[src/hw/serial_imm_pkg.sv]
`default_nettype none

package serial_imm_pkg;

   localparam int XLEN = 32;  // Serial bit cycles per immediate

   // RV32I major opcodes
   localparam logic [6:0] OPC_LUI    = 7'b0110111;
   localparam logic [6:0] OPC_AUIPC  = 7'b0010111;
   localparam logic [6:0] OPC_JAL    = 7'b1101111;
   localparam logic [6:0] OPC_JALR   = 7'b1100111;
   localparam logic [6:0] OPC_BRANCH = 7'b1100011;
   localparam logic [6:0] OPC_LOAD   = 7'b0000011;
   localparam logic [6:0] OPC_STORE  = 7'b0100011;
   localparam logic [6:0] OPC_OPIMM  = 7'b0010011;
   localparam logic [6:0] OPC_OP     = 7'b0110011;
   localparam logic [6:0] OPC_SYSTEM = 7'b1110011;

   localparam logic [2:0] FMT_R    = 3'd0;
   localparam logic [2:0] FMT_I    = 3'd1;
   localparam logic [2:0] FMT_S    = 3'd2;
   localparam logic [2:0] FMT_B    = 3'd3;
   localparam logic [2:0] FMT_U    = 3'd4;
   localparam logic [2:0] FMT_J    = 3'd5;
   localparam logic [2:0] FMT_CSRI = 3'd6;  // SYSTEM with zimm operand

   // Bit counter FSM states
   localparam logic [1:0] ST_IDLE  = 2'd0;
   localparam logic [1:0] ST_ADDR  = 2'd1;
   localparam logic [1:0] ST_SHIFT = 2'd2;

   typedef union packed {
      logic [31:0] raw;
      struct packed {
         logic [6:0] funct7;
         logic [4:0] rs2;
         logic [4:0] rs1;
         logic [2:0] funct3;
         logic [4:0] rd;
         logic [6:0] opcode;
      } r;
      struct packed {
         logic [11:0] imm11_0;
         logic [4:0]  rs1;
         logic [2:0]  funct3;
         logic [4:0]  rd;
         logic [6:0]  opcode;
      } i;
      struct packed {
         logic [6:0] immhi;
         logic [4:0] rs2;
         logic [4:0] rs1;
         logic [2:0] funct3;
         logic [4:0] immlo;
         logic [6:0] opcode;
      } sb;
      struct packed {
         logic [19:0] imm31_12;
         logic [4:0]  rd;
         logic [6:0]  opcode;
      } uj;
   } instr_word_t;

endpackage

`default_nettype wire

[src/hw/imm_ctrl_if.sv]
`default_nettype none

interface imm_ctrl_if;

   logic       cnt_en;      // Shift cycle
   logic       cnt_done;    // Bit 31 cycle
   logic       load;        // Accepted strobe
   logic [3:0] immdec_en;   // Per-register shift enables
   logic [3:0] ctrl;        // Source selects
   logic       csr_imm_en;  // Zero sign for zimm

   modport counter (
      output cnt_en, cnt_done, load
   );

   modport fmt (
      input  load,
      output immdec_en, ctrl, csr_imm_en
   );

   modport dec (
      input cnt_en, cnt_done, load, immdec_en, ctrl, csr_imm_en
   );

endinterface

`default_nettype wire

[src/hw/imm_fmt_decode.sv]
`default_nettype none

module imm_fmt_decode (
   input  logic                        i_clk,
   input  logic                        i_rst_n,
   input  serial_imm_pkg::instr_word_t i_instr,
   imm_ctrl_if.fmt                     ctrl
);

   logic [2:0] fmt_next;
   logic [2:0] fmt_q;

   always_comb begin
      case (i_instr.r.opcode)
         serial_imm_pkg::OPC_LUI,
         serial_imm_pkg::OPC_AUIPC:  fmt_next = serial_imm_pkg::FMT_U;
         serial_imm_pkg::OPC_JAL:    fmt_next = serial_imm_pkg::FMT_J;
         serial_imm_pkg::OPC_JALR,
         serial_imm_pkg::OPC_LOAD,
         serial_imm_pkg::OPC_OPIMM:  fmt_next = serial_imm_pkg::FMT_I;
         serial_imm_pkg::OPC_STORE:  fmt_next = serial_imm_pkg::FMT_S;
         serial_imm_pkg::OPC_BRANCH: fmt_next = serial_imm_pkg::FMT_B;
         serial_imm_pkg::OPC_SYSTEM: begin
            // funct3[2] marks CSRRWI/CSRRSI/CSRRCI
            fmt_next = i_instr.i.funct3[2] ? serial_imm_pkg::FMT_CSRI : serial_imm_pkg::FMT_I;
         end
         default:                    fmt_next = serial_imm_pkg::FMT_R;
      endcase
   end

   always_ff @(posedge i_clk or negedge i_rst_n) begin
      if (!i_rst_n) begin
         fmt_q <= serial_imm_pkg::FMT_R;
      end else if (ctrl.load) begin
         fmt_q <= fmt_next;
      end
   end

   // immdec_en: [3] imm30_25, [2] imm24_20, [1] imm19_12_20, [0] imm11_7
   // ctrl[1] low also means an even immediate, so bit 0 is masked
   // ctrl[3] low only for U, which masks bits 11..0
   always_comb begin
      ctrl.immdec_en  = 4'b1100;  // I and R
      ctrl.ctrl       = 4'b1010;
      ctrl.csr_imm_en = 1'b0;
      case (fmt_q)
         serial_imm_pkg::FMT_S: begin
            ctrl.immdec_en = 4'b1001;
            ctrl.ctrl      = 4'b1011;  // Low field from imm11_7
         end
         serial_imm_pkg::FMT_B: begin
            ctrl.immdec_en = 4'b1001;
            ctrl.ctrl      = 4'b1101;  // Bit 7 lands on bit 11
         end
         serial_imm_pkg::FMT_U: begin
            ctrl.immdec_en = 4'b1110;
            ctrl.ctrl      = 4'b0000;  // Bits 30..20 recirculate
         end
         serial_imm_pkg::FMT_J: begin
            ctrl.immdec_en = 4'b1110;
            ctrl.ctrl      = 4'b1000;
         end
         serial_imm_pkg::FMT_CSRI: begin
            ctrl.immdec_en  = 4'b1110;  // rs1 field shifts out as zimm
            ctrl.ctrl       = 4'b1010;
            ctrl.csr_imm_en = 1'b1;
         end
         default: begin
         end
      endcase
   end

endmodule

`default_nettype wire

[src/hw/serial_bit_counter.sv]
`default_nettype none

module serial_bit_counter (
   input  logic        i_clk,
   input  logic        i_rst_n,
   input  logic        i_instr_stb,
   output logic        o_busy,
   imm_ctrl_if.counter ctrl
);

   logic [1:0] state;
   logic [4:0] bit_idx;
   logic       last_bit;

   assign last_bit      = (bit_idx == 5'(serial_imm_pkg::XLEN - 1));
   assign o_busy        = (state != serial_imm_pkg::ST_IDLE);
   assign ctrl.load     = i_instr_stb & ~o_busy;  // Strobes while busy are dropped
   assign ctrl.cnt_en   = (state == serial_imm_pkg::ST_SHIFT);
   assign ctrl.cnt_done = ctrl.cnt_en & last_bit;

   always_ff @(posedge i_clk or negedge i_rst_n) begin
      if (!i_rst_n) begin
         state   <= serial_imm_pkg::ST_IDLE;
         bit_idx <= '0;
      end else begin
         case (state)
            serial_imm_pkg::ST_IDLE: begin
               if (ctrl.load) begin
                  state <= serial_imm_pkg::ST_ADDR;
               end
            end
            serial_imm_pkg::ST_ADDR: begin
               state   <= serial_imm_pkg::ST_SHIFT;  // Addresses out this cycle
               bit_idx <= '0;
            end
            serial_imm_pkg::ST_SHIFT: begin
               bit_idx <= bit_idx + 5'd1;
               if (last_bit) begin
                  state <= serial_imm_pkg::ST_IDLE;
               end
            end
            default: begin
               state <= serial_imm_pkg::ST_IDLE;
            end
         endcase
      end
   end

endmodule

`default_nettype wire

[src/hw/serial_imm_top.sv]
`default_nettype none

module serial_imm_top #(
   parameter int SHARED_RFADDR_IMM_REGS = 1
) (
   input  logic        i_clk,
   input  logic        i_rst_n,
   input  logic        i_instr_stb,
   input  logic [31:0] i_instr,
   output logic        o_busy,
   output logic        o_addr_valid,
   output logic [4:0]  o_rs1_addr,
   output logic [4:0]  o_rs2_addr,
   output logic [4:0]  o_rd_addr,
   output logic        o_imm_valid,
   output logic        o_imm,
   output logic        o_csr_imm,
   output logic        o_imm_last
);

   imm_ctrl_if imm_ctrl ();

   serial_bit_counter u_bit_counter (
      .i_clk       (i_clk),
      .i_rst_n     (i_rst_n),
      .i_instr_stb (i_instr_stb),
      .o_busy      (o_busy),
      .ctrl        (imm_ctrl.counter)
   );

   imm_fmt_decode u_fmt_decode (
      .i_clk   (i_clk),
      .i_rst_n (i_rst_n),
      .i_instr (i_instr),
      .ctrl    (imm_ctrl.fmt)
   );

   serial_immdec #(
      .SHARED_RFADDR_IMM_REGS (SHARED_RFADDR_IMM_REGS)
   ) u_immdec (
      .i_clk      (i_clk),
      .i_instr    (i_instr),
      .ctrl       (imm_ctrl.dec),
      .o_rs1_addr (o_rs1_addr),
      .o_rs2_addr (o_rs2_addr),
      .o_rd_addr  (o_rd_addr),
      .o_imm      (o_imm),
      .o_csr_imm  (o_csr_imm)
   );

   assign o_addr_valid = o_busy & ~imm_ctrl.cnt_en;  // Busy but not yet shifting
   assign o_imm_valid  = imm_ctrl.cnt_en;
   assign o_imm_last   = imm_ctrl.cnt_done;

endmodule

`default_nettype wire

[src/hw/serial_immdec.sv]
`default_nettype none

module serial_immdec #(
   parameter int SHARED_RFADDR_IMM_REGS = 1
) (
   input  logic                        i_clk,
   input  serial_imm_pkg::instr_word_t i_instr,
   imm_ctrl_if.dec                     ctrl,
   output logic [4:0]                  o_rs1_addr,
   output logic [4:0]                  o_rs2_addr,
   output logic [4:0]                  o_rd_addr,
   output logic                        o_imm,
   output logic                        o_csr_imm
);

   logic        imm31;
   logic [8:0]  imm19_12_20;
   logic        imm7;
   logic [5:0]  imm30_25;
   logic [4:0]  imm24_20;
   logic [4:0]  imm11_7;
   logic [11:0] low_mask;  // Thermometer over the first 12 shift cycles
   logic        signbit;
   logic        zero_low;
   logic        upper_in;
   logic        mid_in;

   assign signbit   = imm31 & ~ctrl.csr_imm_en;  // zimm is zero-extended
   assign o_csr_imm = imm19_12_20[4];

   assign upper_in = ctrl.ctrl[3] ? signbit : imm24_20[0];

   always_comb begin
      if (ctrl.ctrl[2]) begin
         mid_in = imm7;
      end else if (ctrl.ctrl[1]) begin
         mid_in = signbit;
      end else begin
         mid_in = imm19_12_20[0];
      end
   end

   always_ff @(posedge i_clk) begin
      if (ctrl.load) begin
         imm31       <= i_instr.sb.immhi[6];
         imm19_12_20 <= {i_instr.raw[19:12], i_instr.raw[20]};
         imm7        <= i_instr.raw[7];
         imm30_25    <= i_instr.sb.immhi[5:0];
         imm24_20    <= i_instr.r.rs2;
         imm11_7     <= i_instr.sb.immlo;
         low_mask    <= '1;
      end else if (ctrl.cnt_en) begin
         imm7     <= signbit;
         low_mask <= {1'b0, low_mask[11:1]};
         if (ctrl.immdec_en[1])
            imm19_12_20 <= {upper_in, imm19_12_20[8:1]};
         if (ctrl.immdec_en[3])
            imm30_25 <= {mid_in, imm30_25[5:1]};
         if (ctrl.immdec_en[2])
            imm24_20 <= {imm30_25[0], imm24_20[4:1]};
         if (ctrl.immdec_en[0])
            imm11_7 <= {imm30_25[0], imm11_7[4:1]};
      end
   end

   generate
      if (SHARED_RFADDR_IMM_REGS != 0) begin : g_shared
         // Addresses only hold during the address cycle
         assign o_rs1_addr = imm19_12_20[8:4];
         assign o_rs2_addr = imm24_20;
         assign o_rd_addr  = imm11_7;
      end else begin : g_split
         logic [4:0] rs1_q;
         logic [4:0] rs2_q;
         logic [4:0] rd_q;

         always_ff @(posedge i_clk) begin
            if (ctrl.load) begin
               rs1_q <= i_instr.r.rs1;
               rs2_q <= i_instr.r.rs2;
               rd_q  <= i_instr.r.rd;
            end
         end

         assign o_rs1_addr = rs1_q;
         assign o_rs2_addr = rs2_q;
         assign o_rd_addr  = rd_q;
      end
   endgenerate

   // Bit 0 of B/J and bits 11..0 of U
   assign zero_low = (~ctrl.ctrl[1] & low_mask[11]) | (~ctrl.ctrl[3] & low_mask[0]);

   always_comb begin
      if (ctrl.cnt_done) begin
         o_imm = signbit;
      end else if (zero_low) begin
         o_imm = 1'b0;
      end else if (ctrl.ctrl[0]) begin
         o_imm = imm11_7[0];  // S and B low field
      end else begin
         o_imm = imm24_20[0];
      end
   end

endmodule

`default_nettype wire

[config.mk]
export PLATFORM = sky130hd
export DESIGN_NAME = serial_imm_top
export DESIGN_NICKNAME = d
export VERILOG_FILES = /design/src/hw/serial_imm_pkg.sv /design/src/hw/imm_ctrl_if.sv /design/src/hw/imm_fmt_decode.sv /design/src/hw/serial_bit_counter.sv /design/src/hw/serial_imm_top.sv /design/src/hw/serial_immdec.sv
export SDC_FILE = /design/constraint.sdc
export NUM_CORES = 1
export LEC_CHECK = 0
export BUFFER_PORTS_ARGS = -buffer_cell sky130_fd_sc_hd__buf_2
export CAP_MARGIN = 25
export CORE_ASPECT_RATIO = 2
export CORE_UTILIZATION = 48
export CTS_CLUSTER_SIZE = 28
export DETAILED_ROUTE_END_ITERATION = 16
export PLACE_DENSITY = 0.74
export SLEW_MARGIN = 20
export SYNTH_ARGS = -nofsm -noshare
export SYNTH_HDL_FRONTEND = slang
export SYNTH_HIERARCHICAL = 1
export SYNTH_SLANG_ARGS = --single-unit
[constraint.sdc]
create_clock -name i_clk -period 2 [get_ports i_clk]
set_clock_uncertainty 0.15 [all_clocks]
set_input_delay 0.1 -clock i_clk [delete_from_list [all_inputs] [get_ports i_clk]]
set_output_delay 0.1 -clock i_clk [all_outputs]
set_load 0.05 [all_outputs]
**After elaboration in Yosys (flattened, before gate mapping)**

Cells that the tools add are included.

- Bits in registers: 49

- Bitwise operators: 12
- Muxes and demuxes: 29
- Eq/ne operators: 19
- Add/subtract/negate cells: 1
- Reduce and logical (&&, ||, !) cells: 17

Operators by type and width:

| kind | count |
|---|---|
| $mux 5 | 6 |
| $eq 7x7->1 const B | 4 |
| $mux 9 | 3 |
| $mux 6 | 3 |
| $pmux 3 s6 | 1 |
| $pmux 4 s4 | 1 |
| $eq 7x5->1 const B | 2 |
| $eq 7x6->1 const B | 2 |
| $reduce_bool 2->1 | 7 |
| $pmux 5 s2 | 1 |
| $reduce_and 2->1 | 5 |
| $eq 3x3->1 const B | 3 |
| $mux 1 | 9 |
| $eq 7x2->1 const B | 1 |
| $and 1x1->1 | 6 |
| $eq 3x2->1 const B | 2 |
| $pmux 2 s3 | 1 |
| $pmux 3 s2 | 1 |
| $reduce_or 3->1 | 2 |
| $add 5x1->5 const B | 1 |
| $eq 5x5->1 const B | 1 |
| $not 1->1 | 5 |
| $mux 2 | 2 |
| $reduce_or 2->1 | 2 |
| other kinds (7) | 7 |

**Depth between registers and ports, before layout**

Gate-level depths: netlist of run 1.

- Word-level depth: 9
- Mapped depth: 7
- Depth with buffers taken out: 6

**By module**

Netlist of run 1, hierarchy kept.

By module, submodules not included:

| module | area an instance (µm²) | seq. area each (µm²) | instances | cells each |
|---|---|---|---|---|
| serial_immdec | 1808.0 | 1051.0 | 1 | 132 |
| serial_bit_counter | 410.4 | 175.2 | 1 | 39 |
| imm_fmt_decode | 265.3 | 75.1 | 1 | 35 |
| serial_imm_top | 13.8 | 0.0 | 1 | 1 |

**Least setup slack after synthesis of run 1**

Ideal clock, no wire load.

- Path type: register to output
- Start: reg u_bit_counter.state[0]
- End: out o_imm
- Stages on the path, launching flop included: 5
- Arrival: 2624 ps
- Path slack: -874 ps
- Cell sequence: dfrtp_1 inv_1 ha_1 and2_1 o31ai_1

- Cells in the longest elaborated chain, start to end: 3

RTL lines:

| item | RTL line | source |
|---|---|---|
| from (decl) | serial_bit_counter.sv:11 | `logic [1:0] state;` |
| from (signal assigned) | serial_bit_counter.sv:23 | `state <= serial_imm_pkg::ST_IDLE;` |
| from (signal assigned) | serial_bit_counter.sv:29 | `state <= serial_imm_pkg::ST_ADDR;` |
| from (signal assigned) | serial_bit_counter.sv:33 | `state <= serial_imm_pkg::ST_SHIFT;` |
| $eq 2x2->1 | serial_bit_counter.sv:18 | `assign ctrl.cnt_en = (state == serial_imm_pkg::ST_SHIFT);` |
| net o_imm_valid | serial_imm_top.sv:15 | `output logic o_imm_valid,` |
| $and 1x1->1 | serial_bit_counter.sv:19 | `assign ctrl.cnt_done = ctrl.cnt_en & last_bit;` |
| net o_imm_last | serial_imm_top.sv:18 | `output logic o_imm_last` |
| $mux 1 | serial_immdec.sv:95 | `if (ctrl.cnt_done) begin` |
| to (decl) | serial_imm_top.sv:16 | `output logic o_imm,` |

The timed path passes the listed nets, and every way through them passes these cells.

**Final worst setup path of run 1**

- Start: reg u_fmt_decode.fmt_q[2]
- End: out o_imm

- Cells in the longest elaborated chain, start to end: 7
- Elaborated cells on any way between the ends: 17
- Classes of those cells: eq/ne: 5; mux: 5; bitwise: 7

RTL lines:

| item | RTL line | source |
|---|---|---|
| from (decl) | imm_fmt_decode.sv:11 | `logic [2:0] fmt_q;` |
| from (signal assigned) | imm_fmt_decode.sv:33 | `fmt_q <= serial_imm_pkg::FMT_R;` |
| from (signal assigned) | imm_fmt_decode.sv:35 | `fmt_q <= fmt_next;` |
| $eq 3x3->1 / $eq 3x2->1 (equally long branches) | imm_fmt_decode.sv:46 | `case (fmt_q)` |
| $pmux 4 s4 (*) | imm_fmt_decode.sv:46 |  |
| net imm_ctrl.ctrl[3] | imm_ctrl_if.sv:9 | `logic [3:0] ctrl;` |
| $not 1->1 (*) | serial_immdec.sv:92 | `assign zero_low = (~ctrl.ctrl[1] & low_mask[11]) \| (~ctrl.ctrl[3] & low_mask[0]);` |
| $and 1x1->1 (*) | serial_immdec.sv:92 |  |
| $or 1x1->1 (*) | serial_immdec.sv:92 |  |
| $mux 1 (*) | serial_immdec.sv:97 | `end else if (zero_low) begin` |
| $mux 1 (*) | serial_immdec.sv:95 |  |

Mark *: on every way through the listed nets, which the timed path passes. The rest lies on a longest branch.

==> results.md, run 1 <==
* Status: finished, violations left
* Violated checks: negative setup slack
* Number of synthesized flops with an enable pin at 27
* Fin. Hold Viols at 0
* Hold Path Stages at 3
* Register area at 1301 um^2
* Routed vias at 1842
* Cell depth of the worst flop-to-flop path at 7
* DRT antenna net count at 0
* Routed WL at 5259 um
* Peak VDD IR at 1335 uV
* Vias in the first global route at 1853
* Critical path launch point type: flip-flop
* Crit path max fanout at 4
* Post-synth top area cell: edfxtp_1
* Remaining Overflow, GRT at 0
* Initial antenna violation count at 0
* GPL Wtd Cong at 0.8052
* Syn Inst Count at 207
* Total power at 4.320 mW
* Area contributors post-synth: edfxtp_1, mux2_4, dfrtp_1
* Register area share after synthesis at 52.10%
* H-tree depth at 2
* Final Max Tran Viols at 0
* Synth Cell Area at 2497 um^2
* Die width at 53.01 um
* Final WS setup at -0.02787 ns
* Clock slew at reported path FFs at 0.09 ns
* Period utilisation layout at 101.4%
* Reg-to-reg startpoint: u_bit_counter/state[1]$_DFFE_PN0P_
* Tightest Hold Check Type: in -> reg
* CTS tree: yes
* Area growth syn-to-layout at 31.26%
* First-pass GRT wire length at 8176 um
* Final-stage net count at 337
* Yosys reg bits at 49
* Reg2reg setup slack at 0.04 ns
* Die footprint at 5513 um^2
* Worst Setup Path Type: reg -> out
* CP required at 1.75 ns
* Synth warn at 6
* Filler cell count at 377
* Detailed-route wire length per cell at 14.86 um
* CTS buffer count at 5
* Most common cell in the netlist: nand2_1
* Clock Latency Late Sink at 0.29 ns
* Minimum clock period at 2.028 ns
* Arrival time of the worst setup path at 1.78 ns
* DRC marker count from the first detailed-route iteration at 42
* Root buffer cell: clkbuf_8
* Initial core utilization at 50.40%
* RSZ-0062 raised after global routing: yes
* Most common library cells after synthesis: nand2_1, edfxtp_1, inv_1
* DR DRC count at 0
* Share of cells above drive strength 1 at 39.73%
* Synth top area share at 32.46%
* Worst-case hold path end point: u_fmt_decode/fmt_q[2]$_DFFE_PN0P_
* Async set or reset register ratio after synthesis at 20.41%
* Largest net degree at the start of global routing at 27
* Setup-failing EPs final at 1
* ANT cells at 0
* Multi-input logic area at 1072 um^2
* Core ar. at 4955 um^2
* Final HPWL DP at 3389 um
* Pwr dens at 1318 nW/um^2
* Worst hold path startpoint: i_instr[4]
* Max Fclk at 0.4931 GHz
* Ys flop type: edfxtp_1
* Row cnt at 36
* I/O pins at 56
* Die Height at 104.0 um
* GR Util All Layers at 19.90%
* Worst r2r dst: u_immdec/imm19_12_20[5]$_DFFE_PP_
* IO buf count at 55
* CTS max path bufs at 2
* Syn Nets at 248
* Static leakage at 1.433 nW
* Setup crit end kind: primary output
* Syn Area/Cell at 12.06 um^2
* Maxcap violations at 0
* Drt first pass iters at 4
* Vias per cell at 5.203
* Unique cell type count in the Yosys netlist at 44
* Clock tree sinks at 49
* WHS at 0.02563 ns
[critical path: stages, from the launching register on]
cell	delay, ns
dfrtp_1	0.45
inv_2	0.08
or3_1	0.42
o22ai_1	0.26
o31ai_4	0.11
buf_6	0.16
[kinds of logic (layout without fill, tap and decap cells)]
kind of cell / count (synthesis) / count (layout) / share of synthesized area [%]
compound gates: 27 / 27 / 7.715
fa+ha+maj: 6 / 6 / 3.006
buf+inv: 32 / 121 / 8.116
flops: 49 / 49 / 52.10
mux: 33 / 33 / 16.78
other cells: 1 / 1 / 0.1502
simple gates: 59 / 60 / 12.12
[per-stage QoR]
stage	TNS, ns	area (um^2)	instances	utilization [%]	setup WS [ns]
global route	-0.1395	3278	354	66.16	-0.07743
detailed placement	0	2795	311	56.41	0.04708
finish	-0.02787	3278	354	66.16	-0.02787
CTS	-0.02336	3204	349	64.67	-0.02336
floorplan	0	2529	207	-	0.06300
global placement	0	2795	311	56.41	0.1281
[state kept, by name (all words and copies together), names as in the netlist]
name,count
u_immdec/low_mask,12
u_immdec/imm19_12_20,9
u_immdec/imm30_25,6
u_bit_counter/bit_idx,5
u_immdec/o_rd_addr,5
u_immdec/o_rs2_addr,5
u_fmt_decode/fmt_q,3
u_bit_counter/state,2
u_immdec/imm31,1
u_immdec/imm7,1
[power breakdown]
part | leakage (nW) | internal [mW] | total, mW | switching, mW
Clock | 0.0456 | 0.249 | 0.562 | 0.313
Sequential | 0.487 | 1.46 | 1.60 | 0.145
Combinational | 0.900 | 0.848 | 2.15 | 1.30
[final cells by class]
cell class,instances,share of cell area [%]
clock buffer,6,2.214
timing repair buffer,94,20.50
inverter,19,2.290
sequential,49,39.69
multi-input combinational,127,32.71
tap,57,2.176
clock inverter,2,0.4198
[how the worst max path moves through the flow]
stage | from | endpoint | slack (ns)
floorplan | u_bit_counter/state[0]$_DFFE_PN0P_ | u_immdec/imm30_25[0]$_DFFE_PP_ | 0.06
global placement | u_fmt_decode/fmt_q[1]$_DFFE_PN0P_ | u_immdec/imm30_25[5]$_DFFE_PP_ | 0.13
detailed placement | u_fmt_decode/fmt_q[1]$_DFFE_PN0P_ | u_immdec/imm30_25[5]$_DFFE_PP_ | 0.05
CTS | u_bit_counter/bit_idx[0]$_DFFE_PN0P_ | o_imm | -0.02
global route | u_fmt_decode/fmt_q[2]$_DFFE_PN0P_ | o_imm | -0.08
finish | u_fmt_decode/fmt_q[2]$_DFFE_PN0P_ | o_imm | -0.03
[cells in the final DEF (no fill, tap or decap), types with 3 or more instances in the layout]
master and instances:
dfxtp_1 12, nand2_2 3, o21ai_0 10, nor2_1 4, clkbuf_8 5, dfrtp_1 10
dlygate4sd3_1 27, nand3_1 5, buf_2 54, inv_2 3, buf_4 10, edfxtp_1 27
inv_1 15, mux2_2 3, ha_1 3, mux2i_1 13, mux2_4 17, nand2_1 27
[what timing repair did]
item / 4_1_cts / 5_1_grt
gates cloned: 0 / 2
setup buffers: 3 / 3
pin swaps: 0 / 3
gates resized for setup: 7 / 8
hold buffers: 27 / 0
endpoints found under the hold margin: 38 / 0
setup endpoints to repair: 1 / 28
[layer usage]
metal / GRT usage (%) / share of wire (%) / vias up
met5: 0 / 0 / -
met4: 7.895 / 2.3 / 0
met3: 3.947 / 3.6 / 10
met2: 35.62 / 56 / 48
met1: 21.52 / 38 / 888
li1: - / - / 896
Power figures use the tool's default switching activity.
==> run 2: changes to the inputs <==
--- a/config.mk
+++ b/config.mk
@@ -12,6 +12,7 @@
 export CTS_CLUSTER_SIZE = 28
 export DETAILED_ROUTE_END_ITERATION = 16
 export PLACE_DENSITY = 0.74
+export SKIP_LAST_GASP = 1
 export SLEW_MARGIN = 20
 export SYNTH_ARGS = -nofsm -noshare
 export SYNTH_HDL_FRONTEND = slang
==> run 2 against run 1 <==
  * Routed wire length fell by 1.1%
  * Worst hold slack lost 0.0014 ns
  * Largest power group unchanged
  * Critical path type unchanged
  * The flow still finishes with violations (negative setup slack)
  * Critical path depth is 1 higher
  * Via count shrank 1.6%
==> results.md, run 2 (synthesis gave the netlist of run 1 again) <==
* Minimum clock period at 2.120 ns
* Max layer used: met4
* IO buf count at 55
* Commonest non-fill, non-tap cell in the layout: buf_2
* CTS tree: yes
* Most frequent cells in the layout: buf_2, dlygate4sd3_1, edfxtp_1, nand2_1, mux2_4
* Largest net degree at the start of global routing at 27
* Status: finished, violations left
* Die width at 53.01 um
* H-tree depth at 2
* Routed vias at 1813
* Die Height at 104.0 um
* CP required at 1.75 ns
* Final HPWL DP at 3389 um
* Regs by FF count: u_immdec/low_mask x12, u_immdec/imm19_12_20 x9, u_immdec/imm30_25 x6
* Crit path from: u_bit_counter/bit_idx[1]$_DFFE_PN0P_
* CTS buffer count at 5
* Top delay family on crit path: flip-flops
* Hold Path Stages at 3
* Violated checks: negative setup slack
* Reg-to-reg startpoint: u_bit_counter/state[1]$_DFFE_PN0P_
* Multi-input logic area at 1075 um^2
* Final-stage net count at 336
* Register area at 1301 um^2
* Area growth syn-to-layout at 31.06%
* Pwr dens at 1314 nW/um^2
* Routed WL at 5201 um
* Clock slew at reported path FFs at 0.09 ns
* Static leakage at 1.429 nW
* Root buffer cell: clkbuf_8
* Die footprint at 5513 um^2
* Finished layout cell area at 3273 um^2
* Remaining Overflow, GRT at 0
* First-pass GRT wire length at 8204 um
* RSZ-0062 raised after global routing: yes
* Period utilisation layout at 106.0%
* CTS max path bufs at 2
* Initial antenna violation count at 0
* Slowest-stage cell, CP: dfrtp_1
* Vias per cell at 5.136
* Wire length on met2 at 2905 um
* DR WL met3 at 200 um
* Detailed-route wire length per cell at 14.73 um
* Filler cell count at 382
* CP max stage delay at 0.40 ns
* Post-layout util at 66.06%
* Clock tree sinks at 49
* Largest Register: u_immdec/low_mask
* ANT cells at 0
* Critical path launch point type: flip-flop
* Crit. path cell count at 6
* Peak VDD IR at 1342 uV
* Reg2reg setup slack at 0.06 ns
* Setup crit end kind: primary output
* Clock Latency Late Sink at 0.29 ns
* Setup TNS at -0.1248 ns
* Drt first pass iters at 4
* Arrival time of the worst setup path at 1.87 ns
* Max Fclk at 0.4718 GHz
* Core ar. at 4955 um^2
* Fin. Hold Viols at 0
* Row cnt at 36
* Maxcap violations at 0
* DRC marker count from the first detailed-route iteration at 46
* Initial core utilization at 50.40%
* GR Util All Layers at 20.01%
* DR DRC count at 0
* Cell depth of the worst flop-to-flop path at 6
* Crit path max fanout at 3
* Worst Setup Path Type: reg -> out
* GPL Wtd Cong at 0.8052
* Cell Chain, Critical Path: ha_2 -> and3_4 -> ha_4 -> and2_4 -> o31ai_4 -> buf_6
* Critical Path End: o_imm
* Tightest Hold Check Type: in -> reg
* Final Max Tran Viols at 0
* Setup-failing EPs final at 2
* DRT antenna net count at 0
* WL met1 at 1981 um
* Final WS setup at -0.1197 ns
* CP Buf/Inv Count at 1
* Share of cells above drive strength 1 at 39.86%
* Largest register FFs at 12
* Vias in the first global route at 1855
* Post-DP Area at 2795 um^2
* Worst r2r dst: u_immdec/imm30_25[5]$_DFFE_PP_
* I/O pins at 56
==> run 2: changes by cell type in the layout (fill, tap and decap cells not counted), sizes merged <==
| cell | delta |
|---|---|
| buf | -1 |
==> run 2: routing by layer <==
metal / global-route usage (%) / up-vias
li1: - / 894
met1: 21.81 / 863
met2: 35.99 / 46
met3: 3.947 / 10
met4: 7.331 / 0
met5: 0 / -
==> run 2: stage by stage <==
stage / power (mW) / hold slack, ns / worst slack, ns / std cells
after floorplan: 3.267 / -0.3456 / 0.06300 / 207
after global placement: 3.539 / -0.1787 / 0.1281 / 311
after detailed placement: 3.578 / -0.1768 / 0.04708 / 311
after CTS: 4.232 / 0.02171 / -0.04558 / 349
after global routing: 4.543 / 0.04431 / -0.1684 / 353
final: 4.301 / 0.02419 / -0.1197 / 353
==> run 2: how the worst min path moves through the flow <==
| stage | start | slack (ns) | endpoint |
|---|---|---|---|
| after detailed placement | i_rst_n | -0.18 | u_bit_counter/state[0]$_DFFE_PN0P_ |
| final | i_instr[4] | 0.02 | u_fmt_decode/fmt_q[2]$_DFFE_PN0P_ |
| after floorplan | i_rst_n | -0.35 | u_bit_counter/bit_idx[0]$_DFFE_PN0P_ |
| after CTS | i_instr[4] | 0.02 | u_fmt_decode/fmt_q[2]$_DFFE_PN0P_ |
| after global placement | i_rst_n | -0.18 | u_bit_counter/state[1]$_DFFE_PN0P_ |
| after global routing | i_instr[4] | 0.04 | u_fmt_decode/fmt_q[2]$_DFFE_PN0P_ |
==> run 2: worst min-delay path, stage by stage <==
cell      delay (ns)
buf_2           0.10
a22oi_1         0.06
o221ai_1        0.17
==> run 2: what timing repair did <==
action	CTS	global route
hold buffers	27	0
endpoints found under the hold margin	38	0
setup endpoints to repair	1	28
buffers inserted	3	2
pin swaps	0	5
gates cloned	0	2
resized for setup	5	11
==> run 2: final cells by class <==
cell class                      instances  share of cell area, %
Sequential cell                        49                  39.76
Multi-Input combinational cell        127                  32.84
Timing Repair Buffer                   93                  20.30
Inverter                               19                  2.294
Clock buffer                            6                  2.217
Tap cell                               57                  2.179
Clock inverter                          2                 0.4205
==> run 2: power breakdown <==
| part | total [mW] | switching (mW) | leakage, nW | internal (mW) |
|---|---|---|---|---|
| clock network | 0.561 | 0.312 | 0.0456 | 0.249 |
| logic | 2.14 | 1.30 | 0.896 | 0.837 |
| registers | 1.60 | 0.145 | 0.487 | 1.46 |
| total | 4.30 | 1.76 | 1.43 | 2.55 |
==> run 3: changes to the inputs <==
--- a/config.mk
+++ b/config.mk
@@ -8,10 +8,10 @@
 export BUFFER_PORTS_ARGS = -buffer_cell sky130_fd_sc_hd__buf_2
 export CAP_MARGIN = 25
 export CORE_ASPECT_RATIO = 2
-export CORE_UTILIZATION = 48
+export CORE_UTILIZATION = 30
 export CTS_CLUSTER_SIZE = 28
 export DETAILED_ROUTE_END_ITERATION = 16
-export PLACE_DENSITY = 0.74
+export PLACE_DENSITY = 0.5
 export SKIP_LAST_GASP = 1
 export SLEW_MARGIN = 20
 export SYNTH_ARGS = -nofsm -noshare
==> run 3 against run 2 <==
  * The run now ends clean
  * Largest cell class unchanged
  * Sequential share of layout area decreased by 0.99 points
  * First-iteration DRC count increased by 17%
  * Sequential power about the same
  * Worst setup slack improved by 0.17 ns
  * Critical endpoint unchanged
  * Global-route usage decreased by 7.1 points
  * Sequential cell count unchanged
  * Non-clock buffer count increased by 4
==> results.md, run 3 (synthesis gave the netlist of run 1 again) <==
* H-tree depth at 2
* GPL Wtd Cong at 0.7837
* Pwr dens at 1362 nW/um^2
* DRC marker count from the first detailed-route iteration at 54
* First-pass GRT wire length at 8176 um
* Worst hold path startpoint: i_instr[7]
* Total power at 4.573 mW
* Reg-to-reg startpoint: u_fmt_decode/fmt_q[1]$_DFFE_PN0P_
* Clk pwr share at 18.5%
* Routed WL at 5215 um
* Static leakage at 1.468 nW
* Period utilisation layout at 97.37%
* Routed vias at 1797
* Tightest Hold Check Type: in -> reg
* Status: complete, no violations
* Clock Latency Late Sink at 0.29 ns
* Die Height at 131.0 um
* Sw frac at 38.61%
* Wire length on met2 at 2743 um
* RSZ-0062 raised after global routing: yes
* Internal at 2.807 mW
* Area growth syn-to-layout at 34.42%
* Reg2reg setup slack at 0.12 ns
* Share of cells above drive strength 1 at 39.13%
* GR Util All Layers at 12.92%
* Peak VDD IR at 860.7 uV
* DR DRC count at 0
* Row cnt at 46
* Max Fclk at 0.5135 GHz
* CP required at 1.75 ns
* Drt first pass iters at 4
* CTS tree: yes
* Remaining Overflow, GRT at 0
* Final Max Tran Viols at 0
* Worst Setup Path Type: reg -> out
* Worst r2r dst: u_immdec/imm30_25[5]$_DFFE_PP_
* CTS max path bufs at 2
* Final HPWL DP at 3705 um
* Final non-filler cell total at 395
* Setup crit end kind: primary output
* Detailed-route wire length per cell at 13.20 um
* Regs by FF count: u_immdec/low_mask x12, u_immdec/imm19_12_20 x9, u_immdec/imm30_25 x6
* Total net switching power at 1.766 mW
* IO buf count at 55
* Vias in the first global route at 1691
* Die footprint at 8715 um^2
* Worst-case hold path end point: u_immdec/imm7$_DFFE_PP_
* CTS buffer count at 5
* Arrival time of the worst setup path at 1.70 ns
* Commonest non-fill, non-tap cell in the layout: buf_2
* Core ar. at 8000 um^2
* DR WL met3 at 186 um
* Final WS setup at 0.05263 ns
* Multi-input logic area at 1046 um^2
* Dpl cells at 355
* Maxcap violations at 0
* Cell depth of the worst flop-to-flop path at 7
* Fin. Hold Viols at 0
* Initial antenna violation count at 0
* Minimum clock period at 1.947 ns
* Place WS at 0.05868 ns
* Hold Path Stages at 3
* Die width at 66.52 um
* Setup-failing EPs final at 0
* Most frequent cells in the layout: buf_2, nand2_1, edfxtp_1, dlygate4sd3_1, inv_1
* Post-DP Area at 2882 um^2
* Vias per cell at 4.549
* Largest Register: u_immdec/low_mask
* Max layer used: met4
* Register area at 1301 um^2
* Combinational share of power at 46.5%
* Finished layout cell area at 3357 um^2
* Largest net degree at the start of global routing at 30
* WL met1 at 2164 um
* Initial core utilization at 31.22%
* I/O pins at 56
* Filler cell count at 782
* Clock slew at reported path FFs at 0.06 ns
* ANT cells at 0
* Largest register FFs at 12
* Post-layout util at 41.96%
* DRT antenna net count at 0
* Final-stage net count at 339
* Clock tree sinks at 49
* Share of power burned in registers at 35.0%
* Root buffer cell: clkbuf_16
* Critical path launch point type: flip-flop
* Crit path max fanout at 3
==> run 3: cell types whose count changed in the layout (fill, tap and decap cells not counted), moves of 2 or more <==
cell	change
nand2_1	+3
nand2_4	-2
buf_4	+7
clkbuf_16	+4
clkbuf_8	-4
nand2_2	-2
dlygate4sd3_1	-2
inv_2	-2
inv_1	+3
==> run 3: how the worst max path moves through the flow <==
stage,from,cells after the start,end
floorplan,u_bit_counter/state[0]$_DFFE_PN0P_,7,u_immdec/imm30_25[0]$_DFFE_PP_
global placement,u_fmt_decode/fmt_q[1]$_DFFE_PN0P_,6,u_immdec/imm30_25[5]$_DFFE_PP_
detailed placement,u_fmt_decode/fmt_q[1]$_DFFE_PN0P_,6,u_immdec/imm30_25[5]$_DFFE_PP_
CTS,u_bit_counter/bit_idx[1]$_DFFE_PN0P_,6,o_imm
global route,u_bit_counter/bit_idx[0]$_DFFE_PN0P_,6,o_imm
finish,u_bit_counter/bit_idx[0]$_DFFE_PN0P_,6,o_imm
==> run 3: per-stage QoR <==
step | setup TNS (ns) | hold slack (ns)
2_1_floorplan | 0 | -0.3456
3_3_place_gp | 0 | -0.1616
3_5_place_dp | 0 | -0.1661
5_1_grt | -0.008463 | 0.01847
4_1_cts | 0 | 0.001095
6_report | 0 | 0.001027
==> run 3: metal layers <==
| metal | track usage, % | vias to the layer above |
|---|---|---|
| li1 | - | 899 |
| met1 | 14.90 | 850 |
| met2 | 22.09 | 41 |
| met3 | 2.344 | 7 |
| met4 | 7.134 | 0 |
| met5 | 0 | - |
==> run 3: repair_timing <==
item | 4_1_cts | 5_1_grt
endpoints found under the hold margin | 36 | 0
setup buffers | 5 | 2
hold buffers | 25 | 0
setup endpoints to repair | 1 | 1
resized for setup | 6 | 1
pin swaps | 1 | 2
==> run 3: critical path, cell delays in order (launching register included) <==
cell,delay [ns]
dfrtp_1,0.38
ha_2,0.19
and3_4,0.17
ha_2,0.17
and2_4,0.15
o31ai_4,0.17
buf_6,0.19
==> run 3: layout make-up <==
type                            instances  share of cell area (%)
Tap cell                               96                   3.578
Timing Repair Buffer                   97                   20.01
Inverter                               19                   2.124
Clock buffer                            8                   4.361
Multi-Input combinational cell        126                   31.16
Sequential cell                        49                   38.76
==> run 3: power groups by stage <==
stage	clock network [mW]	registers, mW	logic [mW]
after global routing	0.905	1.64	2.30
after detailed placement	0	1.63	2.04
after CTS	0.867	1.61	2.13
after global placement	0	1.62	2.03
after floorplan	0	1.88	1.39
final	0.844	1.60	2.13
